===== src/common/mem_consts.svh =====
// Memory subsystem constants

`ifndef MEM_CONSTS_SVH
`define MEM_CONSTS_SVH

// total memory in bytes
`define MEM_SIZE_BYTES 4096

// byte address width, log2 of the size
`define MEM_ADDR_WIDTH 12

// data path width
`define XLEN 32

`endif

===== src/common/mem_pkg.sv =====
// Memory subsystem types

package mem_pkg;

  // data-port load/store opcode
  typedef enum logic [2:0] {
    LB  = 3'd0,
    LH  = 3'd1,
    LW  = 3'd2,
    LBU = 3'd3,
    LHU = 3'd4,
    SB  = 3'd5,
    SH  = 3'd6,
    SW  = 3'd7
  } mem_op_e;

  // access width seen by the memory array
  typedef enum logic [1:0] {
    BYTE = 2'd0,
    HALF = 2'd1,
    WORD = 2'd2
  } mem_width_e;

  // access controller FSM
  typedef enum logic [1:0] {
    LSU_IDLE    = 2'd0,
    LSU_ACCESS  = 2'd1,
    LSU_RESPOND = 2'd2
  } lsu_state_e;

  // arbiter FSM
  typedef enum logic [1:0] {
    ARB_IDLE    = 2'd0,
    ARB_ISSUE   = 2'd1,
    ARB_RETURN  = 2'd2,
    ARB_RELEASE = 2'd3
  } arb_state_e;

endpackage


===== src/hdl/mem_arbiter.sv =====
// Round-robin fetch/data arbiter

`timescale 1ns/1ps

`include "mem_consts.svh"

module mem_arbiter (
  input  logic                       clk,
  input  logic                       rst_n,
  input  logic                       fetch_req,
  input  logic [`MEM_ADDR_WIDTH-1:0] fetch_addr,
  output logic                       fetch_ack,
  output logic [`XLEN-1:0]           fetch_rdata,
  output logic                       fetch_err,
  input  logic                       data_req,
  input  mem_pkg::mem_op_e           data_op,
  input  logic [`MEM_ADDR_WIDTH-1:0] data_addr,
  input  logic [`XLEN-1:0]           data_wdata,
  output logic                       data_ack,
  output logic [`XLEN-1:0]           data_rdata,
  output logic                       data_err,
  output logic                       acc_req,
  output mem_pkg::mem_op_e           acc_op,
  output logic [`MEM_ADDR_WIDTH-1:0] acc_addr,
  output logic [`XLEN-1:0]           acc_wdata,
  input  logic                       acc_ack,
  input  logic [`XLEN-1:0]           acc_rdata,
  input  logic                       acc_err
);

  mem_pkg::arb_state_e state;
  logic                grant_data;  // current grant, also last served
  logic                pick_data;
  logic                any_req;
  logic                port_req;

  assign any_req   = fetch_req | data_req;
  assign pick_data = data_req & (~fetch_req | ~grant_data);  // favor the port not served last
  assign port_req  = grant_data ? data_req : fetch_req;

  always_ff @(posedge clk or negedge rst_n) begin
    if (!rst_n) begin
      state      <= mem_pkg::ARB_IDLE;
      grant_data <= 1'b0;  // data port wins first
      acc_req    <= 1'b0;
      fetch_ack  <= 1'b0;
      data_ack   <= 1'b0;
    end else begin
      case (state)
        mem_pkg::ARB_IDLE: begin
          if (any_req) begin
            grant_data <= pick_data;
            acc_req    <= 1'b1;
            state      <= mem_pkg::ARB_ISSUE;
          end
        end
        mem_pkg::ARB_ISSUE: begin
          if (acc_ack) begin
            fetch_ack <= ~grant_data;
            data_ack  <= grant_data;
            state     <= mem_pkg::ARB_RETURN;
          end
        end
        mem_pkg::ARB_RETURN: begin
          if (!port_req) begin
            acc_req <= 1'b0;
            state   <= mem_pkg::ARB_RELEASE;
          end
        end
        mem_pkg::ARB_RELEASE: begin
          if (!acc_ack) begin
            fetch_ack <= 1'b0;
            data_ack  <= 1'b0;
            state     <= mem_pkg::ARB_IDLE;
          end
        end
        default: state <= mem_pkg::ARB_IDLE;
      endcase
    end
  end

  // winner payload, held for the whole transfer
  always_ff @(posedge clk) begin
    if ((state == mem_pkg::ARB_IDLE) && any_req) begin
      acc_op    <= pick_data ? data_op : mem_pkg::LW;  // fetch is a word load
      acc_addr  <= pick_data ? data_addr : fetch_addr;
      acc_wdata <= pick_data ? data_wdata : '0;
    end
  end

  // result goes to the granted port only
  always_ff @(posedge clk) begin
    if ((state == mem_pkg::ARB_ISSUE) && acc_ack) begin
      if (grant_data) begin
        data_rdata <= acc_rdata;
        data_err   <= acc_err;
      end else begin
        fetch_rdata <= acc_rdata;
        fetch_err   <= acc_err;
      end
    end
  end

endmodule


===== config.mk =====
export PLATFORM = sky130hd
export DESIGN_NAME = mem_arbiter
export DESIGN_NICKNAME = d
export VERILOG_FILES = /design/src/common/mem_pkg.sv /design/src/hdl/mem_arbiter.sv
export VERILOG_INCLUDE_DIRS = /design/src /design/src/common
export SDC_FILE = /design/constraint.sdc
export NUM_CORES = 1
export LEC_CHECK = 0
export BUFFER_PORTS_ARGS = -buffer_cell sky130_fd_sc_hd__buf_2
export CORE_MARGIN = 5
export CORE_UTILIZATION = 50
export CTS_BUF_LIST = sky130_fd_sc_hd__clkbuf_4 sky130_fd_sc_hd__clkbuf_8
export DETAILED_ROUTE_END_ITERATION = 10
export PLACE_DENSITY = 0.86
export SETUP_SLACK_MARGIN = 0.15
export SKIP_LAST_GASP = 1
export SLEW_MARGIN = 20
export SYNTH_ARGS = -nofsm -noshare
export SYNTH_HDL_FRONTEND = slang
export SYNTH_SLANG_ARGS = --single-unit

===== constraint.sdc =====
create_clock -name clk -period 6.96 [get_ports clk]
set_clock_uncertainty 0.1 [all_clocks]
set_input_delay 1.044 -clock clk [delete_from_list [all_inputs] [get_ports clk]]
set_output_delay 1.044 -clock clk [all_outputs]
set_load 0.1 [all_outputs]

======== Word level (Yosys, flattened, before mapping) ========
Cells that the tools add are included.
word-level totals
  register bits ........................... 119
  output and inout port bits .............. 116
  input port bits ......................... 97
  word-level logic and storage cells ...... 50
cells by class
  reduce and logical (&&, ||, !) cells .... 11
  bitwise logic cells ..................... 5
  muxes and demuxes ....................... 15
  equal/unequal tests ..................... 7
operator list
  operator              number
  $mux W12              1
  $mux W2               4
  $ne A2 B2 Y1 const B  4
  $pmux W2 S4           1
  $mux W1               6
  $pmux W1 S2           3
  $reduce_and A2 Y1     3
  $reduce_and A3 Y1     2
  $eq A2 B2 Y1 const B  2
  $reduce_and A4 Y1     1
  $reduce_bool A2 Y1    2
  $eq A2 B1 Y1 const B  1
  $logic_and A1 B1 Y1   2
  $logic_not A2 Y1      1
  $not A1 Y1            2
  $or A1 B1 Y1          2
  $and A1 B1 Y1         1

======== Depth between registers and ports, before layout ========
  depth in word-level cells ............... 4
  gate-level depth with buffers ........... 5
  gate-level depth less buffers ........... 5

======== Worst setup path before layout ========
No wires, ideal clock.
  path type ............................... input to register
  from .................................... input port fetch_req
  to ...................................... register acc_addr[0] (enable)
  slack ................................... 3.225 ns
  stages .................................. 2
  arrival ................................. 3.178 ns
  buffers on the path ..................... 0
  setup time .............................. 0.456 ns
  required time ........................... 6.404 ns
  cell sequence ........................... nor2_1 -> nor2b_1
on the way
  longest elaborated chain between the ends .. 2
ends and longest elaborated chain
  element               line               RTL
  start, declared       mem_arbiter.sv:10  input logic fetch_req,
  $or A1 B1 Y1          mem_arbiter.sv:37  assign any_req = fetch_req | data_req;
  $logic_and A1 B1 Y1   mem_arbiter.sv:84  if ((state == mem_pkg::ARB_IDLE) && any_req) begin
  end signal, assigned  mem_arbiter.sv:86  acc_addr <= pick_data ? data_addr : fetch_addr;
  end, declared         mem_arbiter.sv:24  output logic [`MEM_ADDR_WIDTH-1:0] acc_addr,
Every way passes these cells.
A chain may end at the register's enable or synchronous reset.

======== Worst setup path in the final report ========
  from .................................... input port data_req
  to ...................................... register acc_addr[3], data pin
on the way
  longest elaborated chain between the ends .. 2
ends and longest elaborated chain
  element          line               RTL
  start, declared  mem_arbiter.sv:15  input logic data_req,
  $and A1 B1 Y1    mem_arbiter.sv:38  assign pick_data = data_req & (~fetch_req | ~grant_data);
  $mux W12         mem_arbiter.sv:86
Every way passes these cells.

==> qor.yml <==
outcome:
  outcome: "complete, no violations"
global_routing:
  antenna_found_initial: 0
  overflow: 0
  grt_pass1_wl_mm: 13.8
  grt_usage: 0.180
  grt_pass1_vias: 2723
  grt_max_degree: 48
critical_path:
  crit_required_ns: 7.02
  crit_fanout: 47
  crit_type: "input pin to register"
  path_cells: "buf_2, a21boi_4, mux2_2"
  path_buf_inv: 1
  arrival_ns: 2.47
  startpoint_type: "input pin"
  crit_path_max_incr_delay_ns: 0.84
  cp_slowest_cell: "a21boi_4"
  end_kind: "register"
  cp_top_family: "compound AO/OA/AOI/OAI gates"
logic_synthesis:
  async_flop_share: 0.0504
  yosys-top-cells-area: "edfxtp_1 (80%), and2_1 (5.0%), mux2_2 (3.7%)"
  yosysTopAreaCellShare: 0.799
  synth_fp_nets: 318
  yosysTopAreaCell: "edfxtp_1"
  synth_flop_cell: "edfxtp_1"
  synth-seq-area-share: 0.834
  ys_types: 25
  synth_edf_count: 113
  yosys_warnings: 0
  synth.avg_cell_area_um2: 19.9
  ys_seq_elements: 119
  netlist_area_mm2: 0.00425
  netlist_instances: 214
floorplanning:
  rows: 33
  core_mm2: 0.00826
  die_y_um: 102
  die-area_mm2: 0.0104
  ios: 213
  initial_utilization: 0.515
  die_w_um: 102
placed_design:
  gp_congestion: 0.728
  placed_area_mm2: 0.00545
  pre_cts_slack_ns: 4.11
  hpwl_mm: 7.34
  portBuffers: 212
  dp_cells: 528
sta:
  slew_violations: 0
  holdWs_ns: 0.354
  grt_setup_unrepaired: "no"
  hold_viol: 0
  setup_ws_ns: 4.55
  finalSetupViolCount: 0
  timing.fmax_mhz: 416
  slew_headroom: 0.304
  setup_tns_ns: 0
  min_period_ns: 2.41
  fin_crit_sh: 0.346
  tightest_slew_ns: 1.04
pwr:
  swShare: 0.479
  vdd_drop_max_v: 0.000255
  power.switching_mw: 1.39
  p_seq_frac: 0.347
  p_leak_nw: 2.49
  combPwrFrac: 0.419
  clock_power_share: 0.234
  p_per_area_mw_per_mm2: 493
  p_int_mw: 1.51
layout:
  final_common_cell: "buf_2"
  finalInstanceArea_mm2: 0.00589
  final_cell_count_no_fill: 560
  antenna_cells: 0
  final_cell_mix: "buf_2 (212), edfxtp_1 (113), and2_1 (34)"
  fin_nets: 546
  drive_above_1_share: 0.587
  syn2layout_area_growth_pct: 38.6
clocking:
  cts-root-buf: "clkbuf_8"
  cts_buffers: 17
  cts.sinks: 119
  clkTransAtPathRegs_ns: 0.07
  clk_path_buf_depth: 2
  post-cts-setup-buffers: 0
  clkLatencyLatePin_ns: 0.40
  htreeDepth: 4
  cts_tree: "done"
  cts_resized: 0
  cts_hold_buf: 0
routing:
  wl_mm: 9.73
  wl_per_cell_um: 17.4
  via_count: 2664
  drtPass1Iterations: 4
  drtAntennaViolNets: 0
  drt-initial-drc-count: 70
  via_per_inst: 4.76
  remaining_drc_errors: 0
min_path:
  worst_hold_path_type: "input pin to asynchronous set/reset pin"
job:
  maxCapViolCount: 0
==> sequential cells by signal, indices dropped and copies added (netlist names) <==
register     count
data_ack         1
data_rdata      32
fetch_rdata     32
acc_addr        12
acc_wdata       32
grant_data       1
fetch_err        1
data_err         1
fetch_ack        1
state            2
acc_req          1
acc_op           3
==> stage by stage <==
stage                     total power [mW]  utilization
after global routing                  3.00        0.713
after global placement                2.22        0.660
after detailed placement              2.25        0.660
after floorplan                       2.05            -
after CTS                             2.93        0.713
final                                 2.90        0.713
==> cells by family after synthesis <==
family                   synth area share
AO/OA/AOI/OAI                      0.0230
adder cells (fa/ha/maj)            0.0206
multiplexers                       0.0433
buffers and inverters              0.0121
flip-flops                          0.834
AND/OR/NAND/NOR                    0.0671
==> cell usage after synthesis, types with 2 or more instances <==
| cell type | n |
|---|---|
| a22o_1 | 2 |
| and2_1 | 34 |
| mux2_2 | 14 |
| edfxtp_1 | 113 |
| nand2_1 | 4 |
| buf_2 | 4 |
| dfrtp_1 | 6 |
| o21ai_0 | 2 |
| a31oi_1 | 3 |
| nor2_1 | 5 |
| nand2b_1 | 2 |
| nor2b_1 | 3 |
| inv_1 | 4 |
| ha_1 | 7 |
==> final timing paths <==
| path | start | to | slack [ns] | depth (start not counted) |
|---|---|---|---|---|
| setup / recovery | data_req | acc_addr[3] | 4.55 | 3 |
| hold / removal | rst_n | grant_data | 0.35 | 1 |
| setup reg to reg | grant_data | acc_addr[3] | 4.83 | 2 |
| hold reg to reg | fetch_ack | fetch_ack | 0.42 | 2 |
| max in group asynchronous | rst_n | data_ack | 6.25 | 1 |
| min in group clk | fetch_ack | fetch_ack | 0.42 | 2 |
==> per-layer routing <==
layer / wire length (um) / up-vias / global-route usage
met5: 0 / - / 0
met4: 100 / 0 / 0.0636
met2: 4790 / 162 / 0.307
li1: - / 1261 / -
met3: 1320 / 10 / 0.0812
met1: 3520 / 1231 / 0.201
==> final cells by class <==
type / instances / area, um2
Fill cell: 563 / 2370
Sequential cell: 119 / 3540
Timing Repair Buffer: 215 / 1080
Multi-Input combinational cell: 85 / 678
Inverter: 4 / 15.0
Clock inverter: 15 / 204
Clock buffer: 17 / 234
Tap cell: 105 / 131
==> power groups by stage <==
stage / combinational [mW] / clock [mW] / sequential, mW
after CTS: 1.22 / 0.692 / 1.01
after global routing: 1.25 / 0.728 / 1.02
after detailed placement: 1.22 / 0 / 1.02
final: 1.22 / 0.679 / 1.01
after floorplan: 0.194 / 0 / 1.86
after global placement: 1.20 / 0 / 1.02
Note: power is estimated with default switching activity, not from simulation.
