--- config.mk ---
export PLATFORM = sky130hd
export DESIGN_NAME = lsu_ctrl
export DESIGN_NICKNAME = d
export VERILOG_FILES = /design/src/common/mem_pkg.sv /design/src/hdl/lsu_ctrl.sv
export VERILOG_INCLUDE_DIRS = /design/src /design/src/common
export SDC_FILE = /design/constraint.sdc
export NUM_CORES = 1
export LEC_CHECK = 0
export ABC_AREA = 1
export BUFFER_PORTS_ARGS = -buffer_cell sky130_fd_sc_hd__buf_4
export CORE_AREA = 2 2 65 80
export CTS_BUF_LIST = sky130_fd_sc_hd__clkbuf_4 sky130_fd_sc_hd__clkbuf_8
export CTS_CLUSTER_DIAMETER = 40
export DETAILED_ROUTE_END_ITERATION = 7
export DIE_AREA = 0 0 67 82
export PLACE_DENSITY = 0.81
export SETUP_SLACK_MARGIN = 0.15
export SKIP_LAST_GASP = 1
export SYNTH_ARGS = -nofsm -noshare
export SYNTH_HDL_FRONTEND = slang
export SYNTH_SLANG_ARGS = --single-unit
--- constraint.sdc ---
create_clock -name clk -period 2.5 [get_ports clk]
set_clock_uncertainty 0.15 [all_clocks]
set_input_delay 0.5 -clock clk [delete_from_list [all_inputs] [get_ports clk]]
set_output_delay 0.5 -clock clk [all_outputs]
set_load 0.02 [all_outputs]
--- src/common/mem_consts.svh ---
// Memory subsystem constants

`ifndef MEM_CONSTS_SVH
`define MEM_CONSTS_SVH

// total memory in bytes
`define MEM_SIZE_BYTES 4096

// byte address width, log2 of the size
`define MEM_ADDR_WIDTH 12

// data path width
`define XLEN 32

`endif
--- src/common/mem_pkg.sv ---
// Memory subsystem types

package mem_pkg;

  // data-port load/store opcode
  typedef enum logic [2:0] {
    LB  = 3'd0,
    LH  = 3'd1,
    LW  = 3'd2,
    LBU = 3'd3,
    LHU = 3'd4,
    SB  = 3'd5,
    SH  = 3'd6,
    SW  = 3'd7
  } mem_op_e;

  // access width seen by the memory array
  typedef enum logic [1:0] {
    BYTE = 2'd0,
    HALF = 2'd1,
    WORD = 2'd2
  } mem_width_e;

  // access controller FSM
  typedef enum logic [1:0] {
    LSU_IDLE    = 2'd0,
    LSU_ACCESS  = 2'd1,
    LSU_RESPOND = 2'd2
  } lsu_state_e;

  // arbiter FSM
  typedef enum logic [1:0] {
    ARB_IDLE    = 2'd0,
    ARB_ISSUE   = 2'd1,
    ARB_RETURN  = 2'd2,
    ARB_RELEASE = 2'd3
  } arb_state_e;

endpackage

--- src/hdl/lsu_ctrl.sv ---
// Load/store access controller

`timescale 1ns/1ps

`include "mem_consts.svh"

module lsu_ctrl (
  input  logic                       clk,
  input  logic                       rst_n,
  input  logic                       acc_req,
  input  mem_pkg::mem_op_e           acc_op,
  input  logic [`MEM_ADDR_WIDTH-1:0] acc_addr,
  input  logic [`XLEN-1:0]           acc_wdata,
  output logic                       acc_ack,
  output logic [`XLEN-1:0]           acc_rdata,
  output logic                       acc_err,
  output logic                       mem_we,
  output mem_pkg::mem_width_e        mem_width,
  output logic                       mem_sign_ext,
  output logic [`MEM_ADDR_WIDTH-1:0] mem_addr,
  output logic [`XLEN-1:0]           mem_wdata,
  input  logic [`XLEN-1:0]           mem_rdata,
  input  logic                       mem_align_err
);

  mem_pkg::lsu_state_e state;
  mem_pkg::lsu_state_e state_nxt;
  logic                is_store;

  // opcode decode
  always_comb begin
    mem_width    = mem_pkg::WORD;
    mem_sign_ext = 1'b0;
    is_store     = 1'b0;
    case (acc_op)
      mem_pkg::LB: begin
        mem_width    = mem_pkg::BYTE;
        mem_sign_ext = 1'b1;
      end
      mem_pkg::LH: begin
        mem_width    = mem_pkg::HALF;
        mem_sign_ext = 1'b1;
      end
      mem_pkg::LW:  mem_width = mem_pkg::WORD;
      mem_pkg::LBU: mem_width = mem_pkg::BYTE;  // zero extend
      mem_pkg::LHU: mem_width = mem_pkg::HALF;
      mem_pkg::SB: begin
        mem_width = mem_pkg::BYTE;
        is_store  = 1'b1;
      end
      mem_pkg::SH: begin
        mem_width = mem_pkg::HALF;
        is_store  = 1'b1;
      end
      mem_pkg::SW: begin
        mem_width = mem_pkg::WORD;
        is_store  = 1'b1;
      end
      default: mem_width = mem_pkg::WORD;
    endcase
  end

  // address and data come straight from the latched channel
  assign mem_addr  = acc_addr;
  assign mem_wdata = acc_wdata;
  assign mem_we    = (state == mem_pkg::LSU_ACCESS) && is_store;  // one-cycle write strobe
  assign acc_ack   = (state == mem_pkg::LSU_RESPOND);

  always_comb begin
    state_nxt = state;
    case (state)
      mem_pkg::LSU_IDLE: begin
        if (acc_req) begin
          state_nxt = mem_pkg::LSU_ACCESS;
        end
      end
      mem_pkg::LSU_ACCESS: state_nxt = mem_pkg::LSU_RESPOND;
      mem_pkg::LSU_RESPOND: begin
        if (!acc_req) begin
          state_nxt = mem_pkg::LSU_IDLE;  // ack falls here
        end
      end
      default: state_nxt = mem_pkg::LSU_IDLE;
    endcase
  end

  always_ff @(posedge clk or negedge rst_n) begin
    if (!rst_n) begin
      state <= mem_pkg::LSU_IDLE;
    end else begin
      state <= state_nxt;
    end
  end

  // result captured on the edge leaving ACCESS
  always_ff @(posedge clk) begin
    if (state == mem_pkg::LSU_ACCESS) begin
      acc_rdata <= is_store ? '0 : mem_rdata;  // stores return zero
      acc_err   <= mem_align_err;
    end
  end

endmodule

Word-level counts from Yosys, hierarchy flattened
Cells that the tools add are included.
Word-level totals
  input bits: 83
  output and inout bits: 82
  bits in latches: 0
  memories: 0
  word-level logic and storage cells: 29
  ROM bits: 0
  bits in writable memories: 0
  bits in registers: 35
Operators by class
  reductions and logical operators: 9
  equality and inequality tests: 11
  add/subtract/negate cells: 0
  shifts and indexed selects: 0
  multiply operators: 0
  multiplexer cells: 6
  bitwise gates (word level): 0
  magnitude comparators: 0
  divide/modulo/power cells: 0
Operator list (number)
  $eq 3x3->1 const B: 4
  $pmux 2 s3: 2
  $reduce_or 3->1: 3
  $eq 3x2->1 const B: 2
  $mux 2: 2
  $ne 2x2->1 const B: 2
  $reduce_or 2->1: 2
  $eq 3x1->1 const B: 1
  $logic_not 3->1: 1
  $eq 2x1->1 const B: 1
  $eq 2x2->1 const B: 1
  $logic_not 2->1: 1
  $mux 1: 2
  $reduce_and 2->1: 1
  $logic_and 1x1->1: 1

Longest topological paths before layout
  depth after elaboration: 4
  depth in mapped cells: 4
  depth with buffers taken out: 4

Worst setup path before layout
No wires, ideal clock.
  path type: reg-to-reg
  start point: register state[1]
  end point: register acc_err, enable pin
  library setup time: 0.388 ns
  path slack: 0.802 ns
  cell stages (with the launch flop): 4
  clock period less this slack: 1.698 ns
  data arrival time: 1.160 ns
  buffers on the path: 0
  required time: 1.962 ns
  cells stage by stage: dfrtp_1 inv_1 nand2_1 inv_1
Between the ends
  longest elaborated chain between the ends: 1
RTL lines
  from (decl): RTL line lsu_ctrl.sv:26  | mem_pkg::lsu_state_e state;
  from (signal assigned): RTL line lsu_ctrl.sv:89  | state <= mem_pkg::LSU_IDLE;
  from (signal assigned): RTL line lsu_ctrl.sv:91  | state <= state_nxt;
  $eq 2x1->1: RTL line lsu_ctrl.sv:97  | if (state == mem_pkg::LSU_ACCESS) begin
  to (signal assigned): RTL line lsu_ctrl.sv:99  | acc_err <= mem_align_err;
  to (decl): RTL line lsu_ctrl.sv:16  | output logic acc_err,
Every way passes these cells.
A chain may end at the register's enable or synchronous reset.

Worst setup path after layout
  start point: register state[1]
  end point: output mem_we
Between the ends
  longest elaborated chain between the ends: 2
RTL lines
  $eq 2x1->1: RTL line lsu_ctrl.sv:66  | assign mem_we = (state == mem_pkg::LSU_ACCESS) && is_store;
  $logic_and 1x1->1: RTL line lsu_ctrl.sv:66
  to (decl): RTL line lsu_ctrl.sv:17  | output logic mem_we,
Every way passes these cells.

==> results summary <==
The run finished with clean final reports. The length of the first detailed-routing pass in iterations is 4. Once placement completed, the tool counted placed cells totaling 258.

The startpoint type of the worst setup path is a flop. The fraction of synthesized area in multiplexers is 0%. Entering global routing, the biggest net connects 34 pins.

Excluding fillers, the count of instances in the completed layout stands at 266. Routability-driven placement finished with a final weighted congestion of 0.741. The quantity of gates resized following cts is 0. The clock-pin transition on the worst setup and hold timing paths came out at 60 ps. The startpoint of the worst hold path is mem_align_err. The adder and majority gate portion of the synthesized area came out at 0%. The cell count after synthesis is 168.

The starting density of the core is 36.7%. The height of the chip is 82 µm. The ratio of final minimum period to clock period came out at 68.9%. The post-place instance area came out at 2040 µm². The critical path required time is 1850 ps. The reported max-cap violation count is 0. The cell sitting at the root of the clock tree is a sky130_fd_sc_hd__clkbuf_8. The post-synthesis area per instance is 10.4 µm².

The estimated wirelength of the detail-placed design is 3000 µm. The relative slew slack came out at 50.2%. Sequential cells were found to cover 59.5% of the synthesized design area. For this run, design rule violations remaining after detail routing come to 0. The top cell types in the final layout, fill and taps aside, are sky130_fd_sc_hd__buf_4 (77), sky130_fd_sc_hd__inv_1 (37), sky130_fd_sc_hd__nor2_1 (35).

The overall overflow remaining after global route is 0. The worst-margin pin slew came out at 746 ps. The worst reg-to-reg path cell count is 4. The smallest setup slack after layout is 777 ps. The total core area came out at 4760 µm².

The post-synthesis sequential element count came out at 35. Summed over all layers, the routed wires come to 3820 µm. The setup violation total in the final timing report came out at 0.

The post-route netlist has 43.2% of its cells at a drive strength greater than 1. Using the TritonRoute via totals, the vias-per-cell ratio works out to 4.14. The count of nets left with antenna violations once routing finished came out at 0. Summing all multi-input logic gate instances after layout gives 201 µm². The number of distinct library cells after synthesis came out at 12. The worst register-to-register path has a setup slack of 1010 ps.

The data arrival time at the worst-slack endpoint came out at 1070 ps. Compared with the post-synthesis result, the final layout area differs by 21.5%. The worst slack after detailed placement came out at 660 ps. The most common cell after layout, fill and taps aside is sky130_fd_sc_hd__buf_4.

The count of endpoints failing hold in the final timing report is 0. The count of warnings emitted by yosys is 0. Power spread over the standard cell area amounts to 833 nW/µm². The maximum buffer depth of the clock tree is 2. The minimum period implied by the final worst setup slack is 1720 ps. The type of the most critical hold path is input port to flop. The post-synth net total is 251.

Of all cell types, the one taking the most synthesized area is sky130_fd_sc_hd__edfxtp_1. The count of buffers added by post-CTS timing repair for setup came out at 0. The sequential cells in the finished layout cover a total of 1040 µm². The final route contains 1102 vias.

The synthesized design devotes to its leading area cell type 56.7% of total area. The first global-routing pass estimated 5100 µm of wire. The synthesized-area fraction occupied by and/or/nand/nor cells came out at 10.7%.

The clock tree from TritonCTS is yes. In the final design database the tool counted 289 nets. After synthesis, the largest family of logic cells by area is buffers and inverters. The count of buffers added on input and output ports is 76.

The reported leakage power came out at 1.05 nW. The TritonCTS sink count came out at 35. The number of global-route vias before repair was 975. The number of slew-limit violations in the final report is 0. The maximum fanout encountered on the critical timing path came out at 3. The number of buffers created by CTS is 5. The number of design-rule violations left by the first detailed-router iteration came out at 75. The repair_antennas step left the layout with diodes totalling 0.

The total I/O pin count is 165. The maximum level of the CTS H-tree is 2. Ranked by total cell area, the synthesized netlist is headed by sky130_fd_sc_hd__edfxtp_1 (57%), sky130_fd_sc_hd__buf_4 (19%), sky130_fd_sc_hd__inv_1 (7.9%), sky130_fd_sc_hd__nor2_1 (7.5%), sky130_fd_sc_hd__dfrtp_1 (2.9%). The clock latency on the worst-skew pair is 270 ps.

The fraction of synthesized cell area in xor and xnor cells came out at 0%. The startpoint-to-endpoint class of the critical path is flop to primary output. STA classifies the critical path endpoint as a primary output.

Dividing the detail-routed wire length by the instance count gives 14.4 µm. The mapped cell area is 1750 µm². Row generation in the floorplan step produced 28 rows. Across the VDD grid, the largest voltage drop is 0.294 mV. Setup repair after global routing left no endpoint under its margin. The sum of negative setup slack came out at 0 ps. The number of antenna violations at the first check in global routing is 0. The post-route standard cell area excluding fillers came out at 2130 µm². The number of stages on the worst hold path came out at 1. The maximum achievable frequency is 580 MHz. The total die area came out at 5490 µm². The worst register-to-register path begins at state[1].

The synthesized netlist devotes 0.858% of its cell area to compound gates. The filler cells instantiated in the layout total 454. Global routing used 13.0% of the available tracks. In this run the critical register-to-register path is captured at acc_rdata[30].

The x dimension of the die came out at 67 µm. The endpoint of the worst hold path is acc_err.
final cells by class:
cell class                      count  area share (%)
Inverter                           38            6.71
Multi-Input combinational cell     48            9.48
Timing Repair Buffer               78            27.7
Clock buffer                        5            3.24
Tap cell                           60            3.53
Sequential cell                    35            49.0
Clock inverter                      2           0.412
timing repair:
action / in CTS / in global routing
hold endpoints to repair: 2 / 0
setup endpoints to repair: 0 / 0
hold buffers: 1 / 0
state kept, by name, summed over array words and instances, names as in the netlist:
| name | count |
|---|---|
| acc_rdata | 32 |
| state | 2 |
| acc_err | 1 |
routing by layer:
metal	track usage (%)	vias up	routed length [µm]
li1	-	531	-
met1	11.3	469	1040
met2	21.9	80	2070
met3	6.58	22	559
met4	10.6	0	153
met5	0	-	0
worst max-delay path, cell delays in order, from the launching register on:
cell,delay [ps]
sky130_fd_sc_hd__dfrtp_1,380
sky130_fd_sc_hd__inv_1,90
sky130_fd_sc_hd__nand2_1,90
sky130_fd_sc_hd__nor2_1,110
sky130_fd_sc_hd__buf_4,140
synthesized netlist by cell type:
cell,count
sky130_fd_sc_hd__nand2_1,5
sky130_fd_sc_hd__edfxtp_1,33
sky130_fd_sc_hd__buf_4,44
sky130_fd_sc_hd__buf_6,3
sky130_fd_sc_hd__nor2_4,1
sky130_fd_sc_hd__nor2_2,4
sky130_fd_sc_hd__dfrtp_1,2
sky130_fd_sc_hd__nor2_1,35
sky130_fd_sc_hd__o21ai_0,2
sky130_fd_sc_hd__inv_2,1
sky130_fd_sc_hd__a21oi_1,1
sky130_fd_sc_hd__inv_1,37
cell families (layout without fill, tap and decap cells):
kind of cell	count (synthesis)	count (layout)
and+or+nand+nor	45	45
DFF	35	35
buffers and inverters	85	123
AOI/OAI and AO/OA	3	3
where the power goes:
part | total (W) | switching (W) | internal [W]
combinational | 0.000550 | 0.000333 | 0.000217
clock | 0.000365 | 0.000180 | 0.000185
sequential | 0.000855 | 0.0000375 | 0.000818
stage by stage:
step	utilization, %	hold WS, ps	power, W
2_1_floorplan	-	54.4	0.00126
3_3_place_gp	42.8	132	0.00141
3_5_place_dp	42.8	136	0.00142
4_1_cts	44.6	254	0.00179
5_1_grt	44.6	242	0.00187
6_report	44.6	262	0.00177
how the worst max path moves through the flow:
stage                    from             to  slack (ps)  cells past startpoint
floorplan            state[1]        acc_err         800                      3
global placement    acc_op[2]  acc_rdata[12]         730                      4
detailed placement  acc_op[2]  acc_rdata[17]         660                      4
CTS                  state[1]         mem_we         760                      4
global route         state[1]         mem_we         680                      4
finish               state[1]         mem_we         780                      4
Note: power is estimated with default switching activity, not from simulation.
